## src/include/vls_config.svh

```systemverilog
// widths and opcodes shared by RTL and testbench; the instruction union assumes a 32-bit word
`ifndef VLS_CONFIG_SVH
`define VLS_CONFIG_SVH

// address and data path width
`define VLS_XLEN 32

// elements moved per vector instruction, fixed at two
`define VLS_NUM_ELEM 2

// major opcodes of the RVV memory instructions
`define VLS_OP_LOAD  7'b0000111
`define VLS_OP_STORE 7'b0100111

// low address bits that must be zero for a word access
`define VLS_ALIGN_BITS 2

`endif

```

## src/vls_pkg.sv

```systemverilog
// vector load/store types; the union covers only the RVV memory formats, nf and mew are ignored
`default_nettype none

package vls_pkg;

  // instruction width field, the codes of the vector memory ops
  typedef enum logic [2:0] {
    WIDTH8  = 3'b000,
    WIDTH16 = 3'b101,
    WIDTH32 = 3'b110
  } width_t;

  // element width from the vtype CSR
  typedef enum logic [1:0] {
    SEW8  = 2'b00,
    SEW16 = 2'b01,
    SEW32 = 2'b10
  } sew_t;

  // addressing mode, bit 0 set means indexed
  typedef enum logic [1:0] {
    MOP_UNIT          = 2'b00,
    MOP_INDEXED_UNORD = 2'b01,
    MOP_STRIDED       = 2'b10,
    MOP_INDEXED_ORD   = 2'b11
  } mop_t;

  // access size on the memory port
  typedef enum logic [1:0] {
    BE_WORD = 2'd0,
    BE_HALF = 2'd1,
    BE_BYTE = 2'd2
  } byte_ena_t;

  typedef enum logic [2:0] {IDLE, LOAD0, LOAD1, STORE0, STORE1, EX} vls_state_t;

  // load view, bits 11:7 name the destination
  typedef struct packed {
    logic [3:0] upper;
    mop_t       mop;
    logic       vm;
    logic [4:0] lumop_rs2;
    logic [4:0] rs1;
    width_t     width;
    logic [4:0] vd;
    logic [6:0] opcode;
  } vls_load_t;

  // store view, bits 11:7 name the data source
  typedef struct packed {
    logic [3:0] upper;
    mop_t       mop;
    logic       vm;
    logic [4:0] sumop_rs2;
    logic [4:0] rs1;
    width_t     width;
    logic [4:0] vs3;
    logic [6:0] opcode;
  } vls_store_t;

  typedef union packed {
    vls_load_t  ld;
    vls_store_t st;
  } vmem_instr_u;

endpackage

`default_nettype wire

```

## src/vls_addr_gen.sv

```systemverilog
// two element addresses only; unit stride steps by the element size, no vl or masking
`default_nettype none
`timescale 1ns/10ps
`include "vls_config.svh"

module vls_addr_gen (
  input  logic                 CLK,
  input  logic                 nRST,
  input  logic                 capture,
  input  logic [`VLS_XLEN-1:0] base,
  input  logic [`VLS_XLEN-1:0] stride,
  input  logic [`VLS_XLEN-1:0] idx0,
  input  logic [`VLS_XLEN-1:0] idx1,
  input  logic [`VLS_XLEN-1:0] sdata0,
  input  logic [`VLS_XLEN-1:0] sdata1,
  input  vls_pkg::sew_t        sew,
  input  vls_pkg::mop_t        mop,
  input  vls_pkg::width_t      width,
  output logic [`VLS_XLEN-1:0] addr0,
  output logic [`VLS_XLEN-1:0] addr1,
  output logic [`VLS_XLEN-1:0] data0,
  output logic [`VLS_XLEN-1:0] data1,
  output vls_pkg::byte_ena_t   byte_ena
);
  import vls_pkg::*;

  logic [`VLS_XLEN-1:0] base_q;
  logic [`VLS_XLEN-1:0] stride_q;
  logic [`VLS_XLEN-1:0] idx0_q;
  logic [`VLS_XLEN-1:0] idx1_q;
  logic [`VLS_XLEN-1:0] elem_bytes;
  sew_t                 sew_q;
  logic                 indexed;

  // address operands held for the whole operation
  always_ff @(posedge CLK, negedge nRST)
  begin
    if (!nRST)
    begin
      base_q   <= '0;
      stride_q <= '0;
      idx0_q   <= '0;
      idx1_q   <= '0;
      sew_q    <= SEW32;
    end
    else if (capture)
    begin
      base_q   <= base;
      stride_q <= stride;
      idx0_q   <= idx0;
      idx1_q   <= idx1;
      sew_q    <= sew;
    end
  end

  // store words go straight to the scheduler
  always_ff @(posedge CLK)
  begin
    if (capture)
    begin
      data0 <= sdata0;
      data1 <= sdata1;
    end
  end

  assign indexed = (mop == MOP_INDEXED_UNORD) | (mop == MOP_INDEXED_ORD);

  // indexed ops size elements by the CSR sew, the rest by the instruction width
  always_comb
  begin
    if (indexed)
      byte_ena = (sew_q == SEW32) ? BE_WORD : (sew_q == SEW16) ? BE_HALF : BE_BYTE;
    else
      byte_ena = (width == WIDTH32) ? BE_WORD : (width == WIDTH16) ? BE_HALF : BE_BYTE;
  end

  always_comb
  begin
    case (byte_ena)
      BE_WORD: elem_bytes = `VLS_XLEN'd4;
      BE_HALF: elem_bytes = `VLS_XLEN'd2;
      default: elem_bytes = `VLS_XLEN'd1;
    endcase
  end

  always_comb
  begin
    case (mop)
      MOP_UNIT:
      begin
        addr0 = base_q;
        addr1 = base_q + elem_bytes;
      end
      MOP_STRIDED:
      begin
        addr0 = base_q;
        addr1 = base_q + stride_q;
      end
      // both indexed orderings behave alike with two elements
      default:
      begin
        addr0 = base_q + idx0_q;
        addr1 = base_q + idx1_q;
      end
    endcase
  end

endmodule

`default_nettype wire

```

## src/vls_address_scheduler.sv

```systemverilog
// both element addresses must be word aligned; a second-address fault leaves element 0 done
`default_nettype none
`timescale 1ns/10ps
`include "vls_config.svh"

module vls_address_scheduler (
  input  logic                 CLK,
  input  logic                 nRST,
  input  logic                 load,
  input  logic                 store,
  input  logic                 returnex,
  input  logic                 dhit,
  input  logic [`VLS_XLEN-1:0] addr0,
  input  logic [`VLS_XLEN-1:0] addr1,
  input  logic [`VLS_XLEN-1:0] storedata0,
  input  logic [`VLS_XLEN-1:0] storedata1,
  output logic [`VLS_XLEN-1:0] final_addr,
  output logic [`VLS_XLEN-1:0] final_storedata,
  output logic                 ren,
  output logic                 wen,
  output logic                 arrived0,
  output logic                 arrived1,
  output logic                 finish,
  output logic                 exception,
  output logic                 busy
);
  import vls_pkg::*;

  vls_state_t state;
  vls_state_t next_state;
  logic       daccess;
  logic       misalign0;
  logic       misalign1;

  assign daccess   = load | store;
  // any nonzero low bits fault, whatever the element size
  assign misalign0 = daccess & (addr0[`VLS_ALIGN_BITS-1:0] != '0);
  assign misalign1 = daccess & (addr1[`VLS_ALIGN_BITS-1:0] != '0);

  // read data is valid in the dhit cycle of each load access
  assign arrived0  = (state == LOAD0) & dhit;
  assign arrived1  = (state == LOAD1) & dhit;
  assign finish    = dhit & ((state == LOAD1) | (state == STORE1));

  always_ff @(posedge CLK, negedge nRST)
  begin
    if (!nRST)
      state <= IDLE;
    else
      state <= next_state;
  end

  always_comb
  begin
    next_state = state;
    case (state)
      IDLE:
      begin
        // a bad first address faults before any request
        if (misalign0)
          next_state = EX;
        else if (load)
          next_state = LOAD0;
        else if (store)
          next_state = STORE0;
      end
      LOAD0:
        if (dhit)
          next_state = misalign1 ? EX : LOAD1;
      STORE0:
        if (dhit)
          next_state = misalign1 ? EX : STORE1;
      LOAD1, STORE1:
        if (dhit)
          next_state = IDLE;
      EX:
        if (returnex)
          next_state = IDLE;
      default:
        next_state = IDLE;
    endcase
  end

  // request held until dhit, memory stalls just stretch a state
  always_comb
  begin
    final_addr      = '0;
    final_storedata = '0;
    ren             = 1'b0;
    wen             = 1'b0;
    exception       = 1'b0;
    busy            = 1'b1;
    case (state)
      // busy already in the cycle after acceptance
      IDLE:   busy = daccess;
      LOAD0:
      begin
        final_addr = addr0;
        ren        = 1'b1;
      end
      LOAD1:
      begin
        final_addr = addr1;
        ren        = 1'b1;
      end
      STORE0:
      begin
        final_addr      = addr0;
        final_storedata = storedata0;
        wen             = 1'b1;
      end
      STORE1:
      begin
        final_addr      = addr1;
        final_storedata = storedata1;
        wen             = 1'b1;
      end
      // not busy here, but decode refuses new ops until returnex
      EX:
      begin
        busy      = 1'b0;
        exception = 1'b1;
      end
      default: busy = 1'b0;
    endcase
  end

endmodule

`default_nettype wire

```

## src/vls_decode.sv

```systemverilog
// holds one memory instruction at a time; opcodes other than vector load or store are dropped
`default_nettype none
`timescale 1ns/10ps
`include "vls_config.svh"

module vls_decode (
  input  logic                 CLK,
  input  logic                 nRST,
  input  logic                 instr_valid,
  input  vls_pkg::vmem_instr_u instr,
  input  logic                 busy,
  input  logic                 finish,
  input  logic                 exception,
  output logic                 is_load,
  output logic                 is_store,
  output vls_pkg::mop_t        mop,
  output vls_pkg::width_t      width,
  output logic [4:0]           vd_idx,
  output logic                 op_active
);
  import vls_pkg::*;

  logic accept;
  logic ld_op;
  logic st_op;

  // no new op while one is pending or an exception waits for returnex
  assign accept    = instr_valid & ~busy & ~exception & ~op_active;
  assign ld_op     = instr.ld.opcode == `VLS_OP_LOAD;
  assign st_op     = instr.st.opcode == `VLS_OP_STORE;
  assign op_active = is_load | is_store;

  always_ff @(posedge CLK, negedge nRST)
  begin
    if (!nRST)
    begin
      is_load  <= 1'b0;
      is_store <= 1'b0;
      mop      <= MOP_UNIT;
      width    <= WIDTH32;
      vd_idx   <= '0;
    end
    else if (accept & (ld_op | st_op))
    begin
      is_load  <= ld_op;
      is_store <= st_op;
      // mode and width sit at the same bits in both views
      mop      <= instr.ld.mop;
      width    <= instr.ld.width;
      // bits 11:7 read as vd for a load, vs3 for a store
      vd_idx   <= ld_op ? instr.ld.vd : instr.st.vs3;
    end
    else if (finish | exception)
    begin
      is_load  <= 1'b0;
      is_store <= 1'b0;
    end
  end

endmodule

`default_nettype wire

```

## src/vls_result.sv

```systemverilog
// load data is zero extended only; vd_data holds its value until the next load overwrites it
`default_nettype none
`timescale 1ns/10ps
`include "vls_config.svh"

module vls_result (
  input  logic                 CLK,
  input  logic                 nRST,
  input  logic                 arrived0,
  input  logic                 arrived1,
  input  vls_pkg::byte_ena_t   byte_ena,
  input  logic [`VLS_XLEN-1:0] rdata,
  input  logic                 finish,
  output logic [`VLS_XLEN-1:0] vd_data0,
  output logic [`VLS_XLEN-1:0] vd_data1,
  output logic                 done
);
  import vls_pkg::*;

  // keep the low element bits, clear the rest
  function automatic logic [`VLS_XLEN-1:0] trim(input logic [`VLS_XLEN-1:0] word,
                                                input byte_ena_t           be);
    case (be)
      BE_WORD: trim = word;
      BE_HALF: trim = {{(`VLS_XLEN-16){1'b0}}, word[15:0]};
      default: trim = {{(`VLS_XLEN-8){1'b0}}, word[7:0]};
    endcase
  endfunction

  always_ff @(posedge CLK)
  begin
    if (arrived0)
      vd_data0 <= trim(rdata, byte_ena);
    if (arrived1)
      vd_data1 <= trim(rdata, byte_ena);
  end

  // done follows the last dhit by one cycle, so both elements are in place
  always_ff @(posedge CLK, negedge nRST)
  begin
    if (!nRST)
      done <= 1'b0;
    else
      done <= finish;
  end

endmodule

`default_nettype wire

```

## src/vls_unit.sv

```systemverilog
// one instruction in flight; instr_valid is ignored while busy or while exception is high
`default_nettype none
`timescale 1ns/10ps
`include "vls_config.svh"

module vls_unit (
  input  logic                 CLK,
  input  logic                 nRST,
  input  logic                 instr_valid,
  input  vls_pkg::vmem_instr_u instr,
  input  logic [`VLS_XLEN-1:0] base,
  input  logic [`VLS_XLEN-1:0] stride,
  input  logic [`VLS_XLEN-1:0] idx0,
  input  logic [`VLS_XLEN-1:0] idx1,
  input  logic [`VLS_XLEN-1:0] sdata0,
  input  logic [`VLS_XLEN-1:0] sdata1,
  input  vls_pkg::sew_t        sew,
  input  logic                 mem_dhit,
  input  logic [`VLS_XLEN-1:0] mem_rdata,
  input  logic                 returnex,
  output logic [`VLS_XLEN-1:0] mem_addr,
  output logic [`VLS_XLEN-1:0] mem_wdata,
  output logic                 mem_ren,
  output logic                 mem_wen,
  output vls_pkg::byte_ena_t   mem_byte_ena,
  output logic                 busy,
  output logic                 exception,
  output logic                 done,
  output logic [4:0]           vd_idx,
  output logic [`VLS_XLEN-1:0] vd_data0,
  output logic [`VLS_XLEN-1:0] vd_data1
);
  import vls_pkg::*;

  logic                 capture;
  logic                 is_load;
  logic                 is_store;
  logic                 op_active;
  mop_t                 mop;
  width_t               width;
  logic [`VLS_XLEN-1:0] addr0;
  logic [`VLS_XLEN-1:0] addr1;
  logic [`VLS_XLEN-1:0] data0;
  logic [`VLS_XLEN-1:0] data1;
  logic                 arrived0;
  logic                 arrived1;
  logic                 finish;

  // operands sampled under the same condition decode accepts on
  assign capture = instr_valid & ~busy & ~exception & ~op_active;

  vls_decode u_decode (
    .CLK(CLK), .nRST(nRST), .instr_valid(instr_valid), .instr(instr),
    .busy(busy), .finish(finish), .exception(exception),
    .is_load(is_load), .is_store(is_store), .mop(mop), .width(width),
    .vd_idx(vd_idx), .op_active(op_active)
  );

  vls_addr_gen u_addr_gen (
    .CLK(CLK), .nRST(nRST), .capture(capture),
    .base(base), .stride(stride), .idx0(idx0), .idx1(idx1),
    .sdata0(sdata0), .sdata1(sdata1), .sew(sew), .mop(mop), .width(width),
    .addr0(addr0), .addr1(addr1), .data0(data0), .data1(data1),
    .byte_ena(mem_byte_ena)
  );

  vls_address_scheduler u_sched (
    .CLK(CLK), .nRST(nRST), .load(is_load), .store(is_store),
    .returnex(returnex), .dhit(mem_dhit),
    .addr0(addr0), .addr1(addr1), .storedata0(data0), .storedata1(data1),
    .final_addr(mem_addr), .final_storedata(mem_wdata),
    .ren(mem_ren), .wen(mem_wen), .arrived0(arrived0), .arrived1(arrived1),
    .finish(finish), .exception(exception), .busy(busy)
  );

  vls_result u_result (
    .CLK(CLK), .nRST(nRST), .arrived0(arrived0), .arrived1(arrived1),
    .byte_ena(mem_byte_ena), .rdata(mem_rdata), .finish(finish),
    .vd_data0(vd_data0), .vd_data1(vd_data1), .done(done)
  );

endmodule

`default_nettype wire
```

## config.mk

```make
export PLATFORM = sky130hd
export DESIGN_NAME = vls_unit
export DESIGN_NICKNAME = d
export VERILOG_FILES = /design/src/vls_pkg.sv /design/src/vls_addr_gen.sv /design/src/vls_address_scheduler.sv /design/src/vls_decode.sv /design/src/vls_result.sv /design/src/vls_unit.sv
export VERILOG_INCLUDE_DIRS = /design/src /design/src/include
export SDC_FILE = /design/constraint.sdc
export NUM_CORES = 1
export LEC_CHECK = 0
export BUFFER_PORTS_ARGS = -buffer_cell sky130_fd_sc_hd__buf_2
export CORE_ASPECT_RATIO = 0.9
export CORE_MARGIN = 4
export CORE_UTILIZATION = 48
export DETAILED_ROUTE_END_ITERATION = 6
export HOLD_SLACK_MARGIN = 0.02
export PLACE_DENSITY = 0.87
export REMOVE_ABC_BUFFERS = 1
export SLEW_MARGIN = 10
export SYNTH_ARGS = -nofsm -noshare
export SYNTH_HDL_FRONTEND = slang
export SYNTH_SLANG_ARGS = --single-unit
export TNS_END_PERCENT = 50
```

## constraint.sdc

```tcl
create_clock -name CLK -period 5.56 [get_ports CLK]
set_input_delay 1.39 -clock CLK [delete_from_list [all_inputs] [get_ports CLK]]
set_output_delay 1.39 -clock CLK [all_outputs]
set_load 0.05 [all_outputs]
```

======== Word level (Yosys, flattened, before mapping) ========
Cells that the tools add are included.
Widths: inputs -> output; s select.
cells by class
  reductions and logical operators ........ 13
  magnitude comparators ................... 0
  div/mod/pow operators ................... 0
  $add $sub $neg .......................... 4
  muxes and demuxes ....................... 28
  equality and inequality tests ........... 20
  multipliers ............................. 0
  bitwise operators ....................... 17
  shift operators ......................... 0
operators by type and width
  kind                number
  $pmux 32 s2         4
  $add 32x32->32      3
  $add 32x3->32       1
  $mux 32             1
  $mux 3              8
  $pmux 3 s5          1
  $eq 3x3->1 const B  4
  $mux 2              5
  $reduce_or 2->1     5
  $and 1x1->1         9
  $eq 7x3->1 const B  1
  $eq 7x6->1 const B  1
  $mux 1              7
  $eq 2x1->1 const B  3
  $eq 2x2->1 const B  3
  $eq 3x2->1 const B  2
  $ne 2x2->1 const B  3
  $pmux 3 s2          1
  $reduce_bool 2->1   3
  $or 1x1->1          5
  $reduce_and 5->1    1
  $logic_not 2->1     2
  $ne 4x3->1 const B  1
  $reduce_or 4->1     1
  other kinds (5)     7
word-level totals
  latch bits .............................. 0
  register bits ........................... 274
  output and inout port bits .............. 140
  bits in read-only memories .............. 0
  memories ................................ 0
  bits of input ports ..................... 263
  memory bits (writable) .................. 0

======== Depth between registers and ports, before layout ========
  depth in word-level cells ............... 13
  mapped depth ............................ 18
  mapped depth without buffers ............ 18

======== Modules after synthesis ========
Synthesis repeated with hierarchy kept, for this count alone.
second synthesis, totals
  cell total of the unflattened synthesis .. 1178
  area total of the unflattened synthesis .. 14699.1 µm²
by module, submodules not included
  module                 cells an instance  times used  area each (µm²)  sequential area each (µm²)
  vls_addr_gen           932                1           10931.7          5176.2
  vls_result             93                 1           2244.7           1946.9
  vls_address_scheduler  118                1           962.2            75.1
  vls_decode             34                 1           545.5            302.8
  vls_unit               1                  1           15.0             0.0

======== Worst setup path before layout ========
No wires, ideal clock.
  path type ............................... register to output
  from .................................... register u_decode.width[2]
  to ...................................... output port mem_addr[31]
  cell stages (with the launch flop) ...... 16
  slack ................................... -985 ps
  data arrival time ....................... 5155 ps
  cell sequence ........................... dfstp_2 -> nand3b_1 -> o21ai_0 -> nor3_1 -> a21oi_1 -> o21ai_0 -> ha_1 -> a21oi_1 -> nand2_1 -> a221oi_2 -> o21a_1 -> o31a_1 -> o31a_1 -> mux2_4 -> or3_1 -> a32oi_1
on the way
  longest elaborated chain between the ends .. 9
  elaborated cells on any way between the ends .. 11
  classes of those cells .................. add/sub: 1; eq/ne: 3; mux: 6; reduce/logical: 1
ends and longest elaborated chain
  what                                           RTL line                     text
  start: declaration                             vls_decode.sv:17             output vls_pkg::width_t width,
  start signal: assignment                       vls_decode.sv:49             width <= instr.ld.width;
  $eq 3x3->1                                     vls_addr_gen.sv:74           byte_ena = (width == WIDTH32) ? BE_WORD : (width == WIDTH16) ? BE_HALF : BE_BYTE;
  $mux 2                                         vls_addr_gen.sv:74
  $mux 2 (*)                                     vls_addr_gen.sv:74
  $mux 2 (*)                                     vls_addr_gen.sv:71           if (indexed)
  named net mem_byte_ena[0]                      vls_unit.sv:25               output vls_pkg::byte_ena_t mem_byte_ena,
  $eq 2x1->1 or $logic_not 2->1 (tied branches)  vls_addr_gen.sv:79           case (byte_ena)
  $pmux 3 s2 (*)                                 vls_addr_gen.sv:79
  $add 32x3->32 (*)                              vls_addr_gen.sv:92           addr1 = base_q + elem_bytes;
  $pmux 32 s2 (*)                                vls_addr_gen.sv:88           case (mop)
  $pmux 32 s2 (*)                                vls_address_scheduler.sv:93  case (state)
  end: declaration                               vls_unit.sv:21               output logic [`VLS_XLEN-1:0] mem_addr,
Mark *: on every way through the listed nets, which the timed path passes. The rest lies on a longest branch.

======== Final worst setup path ========
  from .................................... register u_decode.width[1]
  to ...................................... output port mem_addr[31]
on the way
  longest elaborated chain between the ends .. 9
  elaborated cells on any way between the ends .. 11
  classes of those cells .................. add/sub: 1; eq/ne: 3; mux: 6; reduce/logical: 1
ends and longest elaborated chain
  what                                           RTL line
  $eq 3x3->1                                     vls_addr_gen.sv:74
  $mux 2                                         vls_addr_gen.sv:74
  $mux 2 (*)                                     vls_addr_gen.sv:74
  $mux 2 (*)                                     vls_addr_gen.sv:71
  $eq 2x1->1 or $logic_not 2->1 (tied branches)  vls_addr_gen.sv:79
  $pmux 3 s2 (*)                                 vls_addr_gen.sv:79
  $add 32x3->32 (*)                              vls_addr_gen.sv:92
  $pmux 32 s2 (*)                                vls_addr_gen.sv:88
  $pmux 32 s2 (*)                                vls_address_scheduler.sv:93
Every way passes the cells marked *; elsewhere a longest branch is shown, timed or not.

==> reports/qor.yml <==
outcome: "finished with violations"
violations: "negative setup slack"
clk_pin_slew_ps: 60
fp.dieW_um: 188
final_area_um2: 18100
wl_mm: 42.5
synth_top_area_share_pct: 27.3
clk_latency_ps: 550
slowest_stage: "dfstp_2"
path_class: "flop to output port"
powerDensity_nw_per_um2: 637
utilization_pct: 62.5
synth-main-ff-cell: "dfrtp_1"
synth_edf_count: 128
switchingPower_w: 0.00496
cellLeakagePower_nw: 8.09
power_frac_comb_pct: 54.7
syn_area_per_cell_um2: 12.0
grt_overflow: 0
clock_path_buffers: 3
ys_seq_area_share_pct: 53.3
cpPeakStageDelay_ps: 560
first_global_vias: 11300
yosys_warnings: 0
nets: 1923
finClkSkew_ps: 8.84
rows: 59
max-slew-margin-rel_pct: 18.8
grt_first_pass_wirelength_mm: 62.9
fillers: 2236
hp-class: "flop to flop"
p_seq_share_pct: 29.8
r2r_cells: 14
ir_worst_vdd_v: 0.000515
ys_types: 62
clock-root-buffer: "clkbuf_16"
grt_usage_pct: 24.7
grt_max_degree: 198
fin_crit_ps: 6140
clock_power_share_pct: 15.5
yosys.area.top_type: "edfxtp_1"
viasPerCell: 5.68
cp-endpoint: "mem_addr[31]"
cp-startpoint: "u_decode.width[1]"
drcViolationCount: 0
dr_total_vias: 11500
cts_sinks: 274
r2r_end: "u_sched.state[1]"
rsz0062_at_grt: "true"
slew_violations: 0
htreeDepth: 1
min_period_over_period_pct: 110
cp_cell_sequence: "xor2_1 -> nand2_1 -> mux2_4 -> nor3_2 -> buf_4 -> a21oi_2 -> o21ai_2 -> ha_1 -> a21oi_2 -> nand2_2 -> a221oi_4 -> o21a_2 -> o31a_1 -> o31a_1 -> mux2_4 -> or3_1 -> a32oi_1 -> buf_4 -> buf_12"
cp.arrival_ps: 4750
dieArea_um2: 32100
areaGrowthSynthToFinish_pct: 28.5
intPower_w: 0.00656
worstReg2RegStart: "u_decode.width[1]"
drt_iter0_markers: 813
max_freq_ghz: 0.163
ctsHoldBuffers: 0
port-buffer-count: 387
finalPower_w: 0.0115
ant_nets: 0
cp.required_ps: 4170
hpwl_mm: 30.8
synth.area.top_cells: "edfxtp_1, dfrtp_1, mux2_2"
netlist_area_um2: 14100
dpl_cell_area_um2: 16700
start_util_pct: 48.6
instances_no_fill: 2019
cts_tree: "built"
synthCells: 1170
cap_viol_max_count: 0
hold_viol: 0
wl_per_cell_um: 21.0
worst_slack_ps: -584
place_congestion: 0.892
coreArea_um2: 28900
hold_slack_ps: 506
firstDrtPassIters: 5
start_kind: "flop"
worstMarginPinSlew_ps: 1220
io_pins: 403
cp_max_fo: 2
netSwitchingFraction_pct: 43.0
cts_buffers: 28
dpl.cell_count: 1940
synth_seq_cells: 274
drive_above_1_share_pct: 42.5
endpoint_kind: "output port"
die_h_um: 170
ff2ff_setup_slack_ps: 2550
setup_viol: 19
async_flop_share_pct: 53.3
antenna_found_initial: 9
[cell type report]
cell class / instances / area (µm²) / area share (%)
flip-flops and latches: 274 / 7500 / 41.5
multi-input cells: 817 / 6520 / 36.0
repair buffers: 451 / 2580 / 14.3
clock buffers: 40 / 776 / 4.29
well taps: 396 / 495 / 2.74
clock inverters: 12 / 100 / 0.554
inverters: 22 / 82.6 / 0.457
diodes: 7 / 17.5 / 0.0969
[worst max-delay path: cells and delay by family, from the launching register on]
family	cells	cell delay, ps
AND/OR/NAND/NOR	4	630
AO/OA/AOI/OAI	8	1570
XOR/XNOR	1	140
adder cells (fa/ha/maj)	1	270
flip-flops	1	560
buffers and inverters	3	410
multiplexers	2	610
[cell usage after synthesis (3+ instances only)]
library cell,instances
mux2_2,139
clkbuf_1,54
and3_1,4
nor2b_1,15
a21oi_1,64
a21o_1,40
a22oi_1,7
dfrtp_1,143
edfxtp_1,128
o21bai_1,8
a211oi_1,9
nand2b_1,8
a211o_1,4
o221ai_1,3
ha_1,64
xor2_1,28
mux2i_1,23
inv_1,22
o31a_1,3
o211ai_1,5
and2_1,21
a22o_1,45
or2_2,4
nand2_1,84
a31oi_1,6
o21ai_0,64
dfstp_2,3
o21a_1,7
xnor2_1,28
nand3_1,12
nor3_1,13
nand4_1,8
nor2_1,45
o22ai_1,17
[stage by stage]
step,setup TNS (ps),worst slack (ps)
floorplan,-1083700,-6080
global placement,-950,-314
CTS,-4470,-591
finish,-4280,-584
detailed placement,-1570,-460
global route,-8370,-793
[logic make-up after synthesis]
kind of cell,Yosys count,share of synthesized area [%]
AO/OA/AOI/OAI,306,14.6
flip-flops,274,53.3
AND/OR/NAND/NOR,226,7.66
multiplexers,163,12.9
buffers and inverters,79,2.12
adder cells (fa/ha/maj),66,5.98
XOR/XNOR,56,3.49
[cell usage in the layout (no fill, tap or decap), types with 28 or more instances in the layout]
| master | instances |
|---|---|
| o21ai_0 | 50 |
| clkbuf_16 | 28 |
| ha_1 | 63 |
| a21oi_1 | 59 |
| buf_2 | 366 |
| nor2_1 | 41 |
| a21o_1 | 40 |
| dfrtp_1 | 142 |
| nand2_1 | 83 |
| edfxtp_1 | 128 |
| a22o_1 | 45 |
| buf_4 | 64 |
| mux2_2 | 137 |
| xor2_1 | 28 |
[state kept, by name, indices dropped and copies added (netlist names), 2 cells and up]
register and flops:
u_result.vd_data1 32, u_decode.vd_idx 5, u_addr_gen.idx0_q 32, u_decode.width 3
u_decode.mop 2, u_addr_gen.base_q 32, u_addr_gen.stride_q 32, u_sched.state 3
u_result.vd_data0 32, u_addr_gen.sew_q 2, u_addr_gen.idx1_q 32, u_addr_gen.data0 32
u_addr_gen.data1 32
[power by group through the flow]
stage          Combinational, W  Clock [W]  Sequential [W]
6_report                0.00630    0.00178         0.00343
5_1_grt                 0.00680    0.00191         0.00351
4_1_cts                 0.00608    0.00182         0.00343
3_5_place_dp            0.00581          0         0.00346
3_3_place_gp            0.00567          0         0.00341
2_1_floorplan           0.00479          0         0.00335
[what timing repair did]
action	in CTS	in global routing
setup endpoints to repair	21	23
gates resized for setup	47	48
pin swaps	29	26
hold endpoints to repair	0	0
setup buffers	15	9
[layer usage]
layer  part of all wire (%)  GRT usage, %
met1                     39          31.2
met2                     48          41.8
met3                    8.4          5.66
met4                    3.7          9.22
met5                   0.11             0
[worst min path at each step]
| stage | to | slack, ps | start | cells past startpoint |
|---|---|---|---|---|
| floorplan | u_addr_gen.idx1_q[1] | 480 | u_addr_gen.idx1_q[1] | 1 |
| global placement | u_decode.vd_idx[2] | 480 | u_decode.vd_idx[2] | 1 |
| detailed placement | u_addr_gen.idx1_q[1] | 490 | u_addr_gen.idx1_q[1] | 1 |
| CTS | u_decode.vd_idx[2] | 500 | u_decode.vd_idx[2] | 1 |
| global route | u_decode.vd_idx[2] | 520 | u_decode.vd_idx[2] | 1 |
| finish | u_addr_gen.idx1_q[18] | 510 | u_addr_gen.idx1_q[18] | 1 |
No activity file was read; power rests on OpenSTA's default activity.
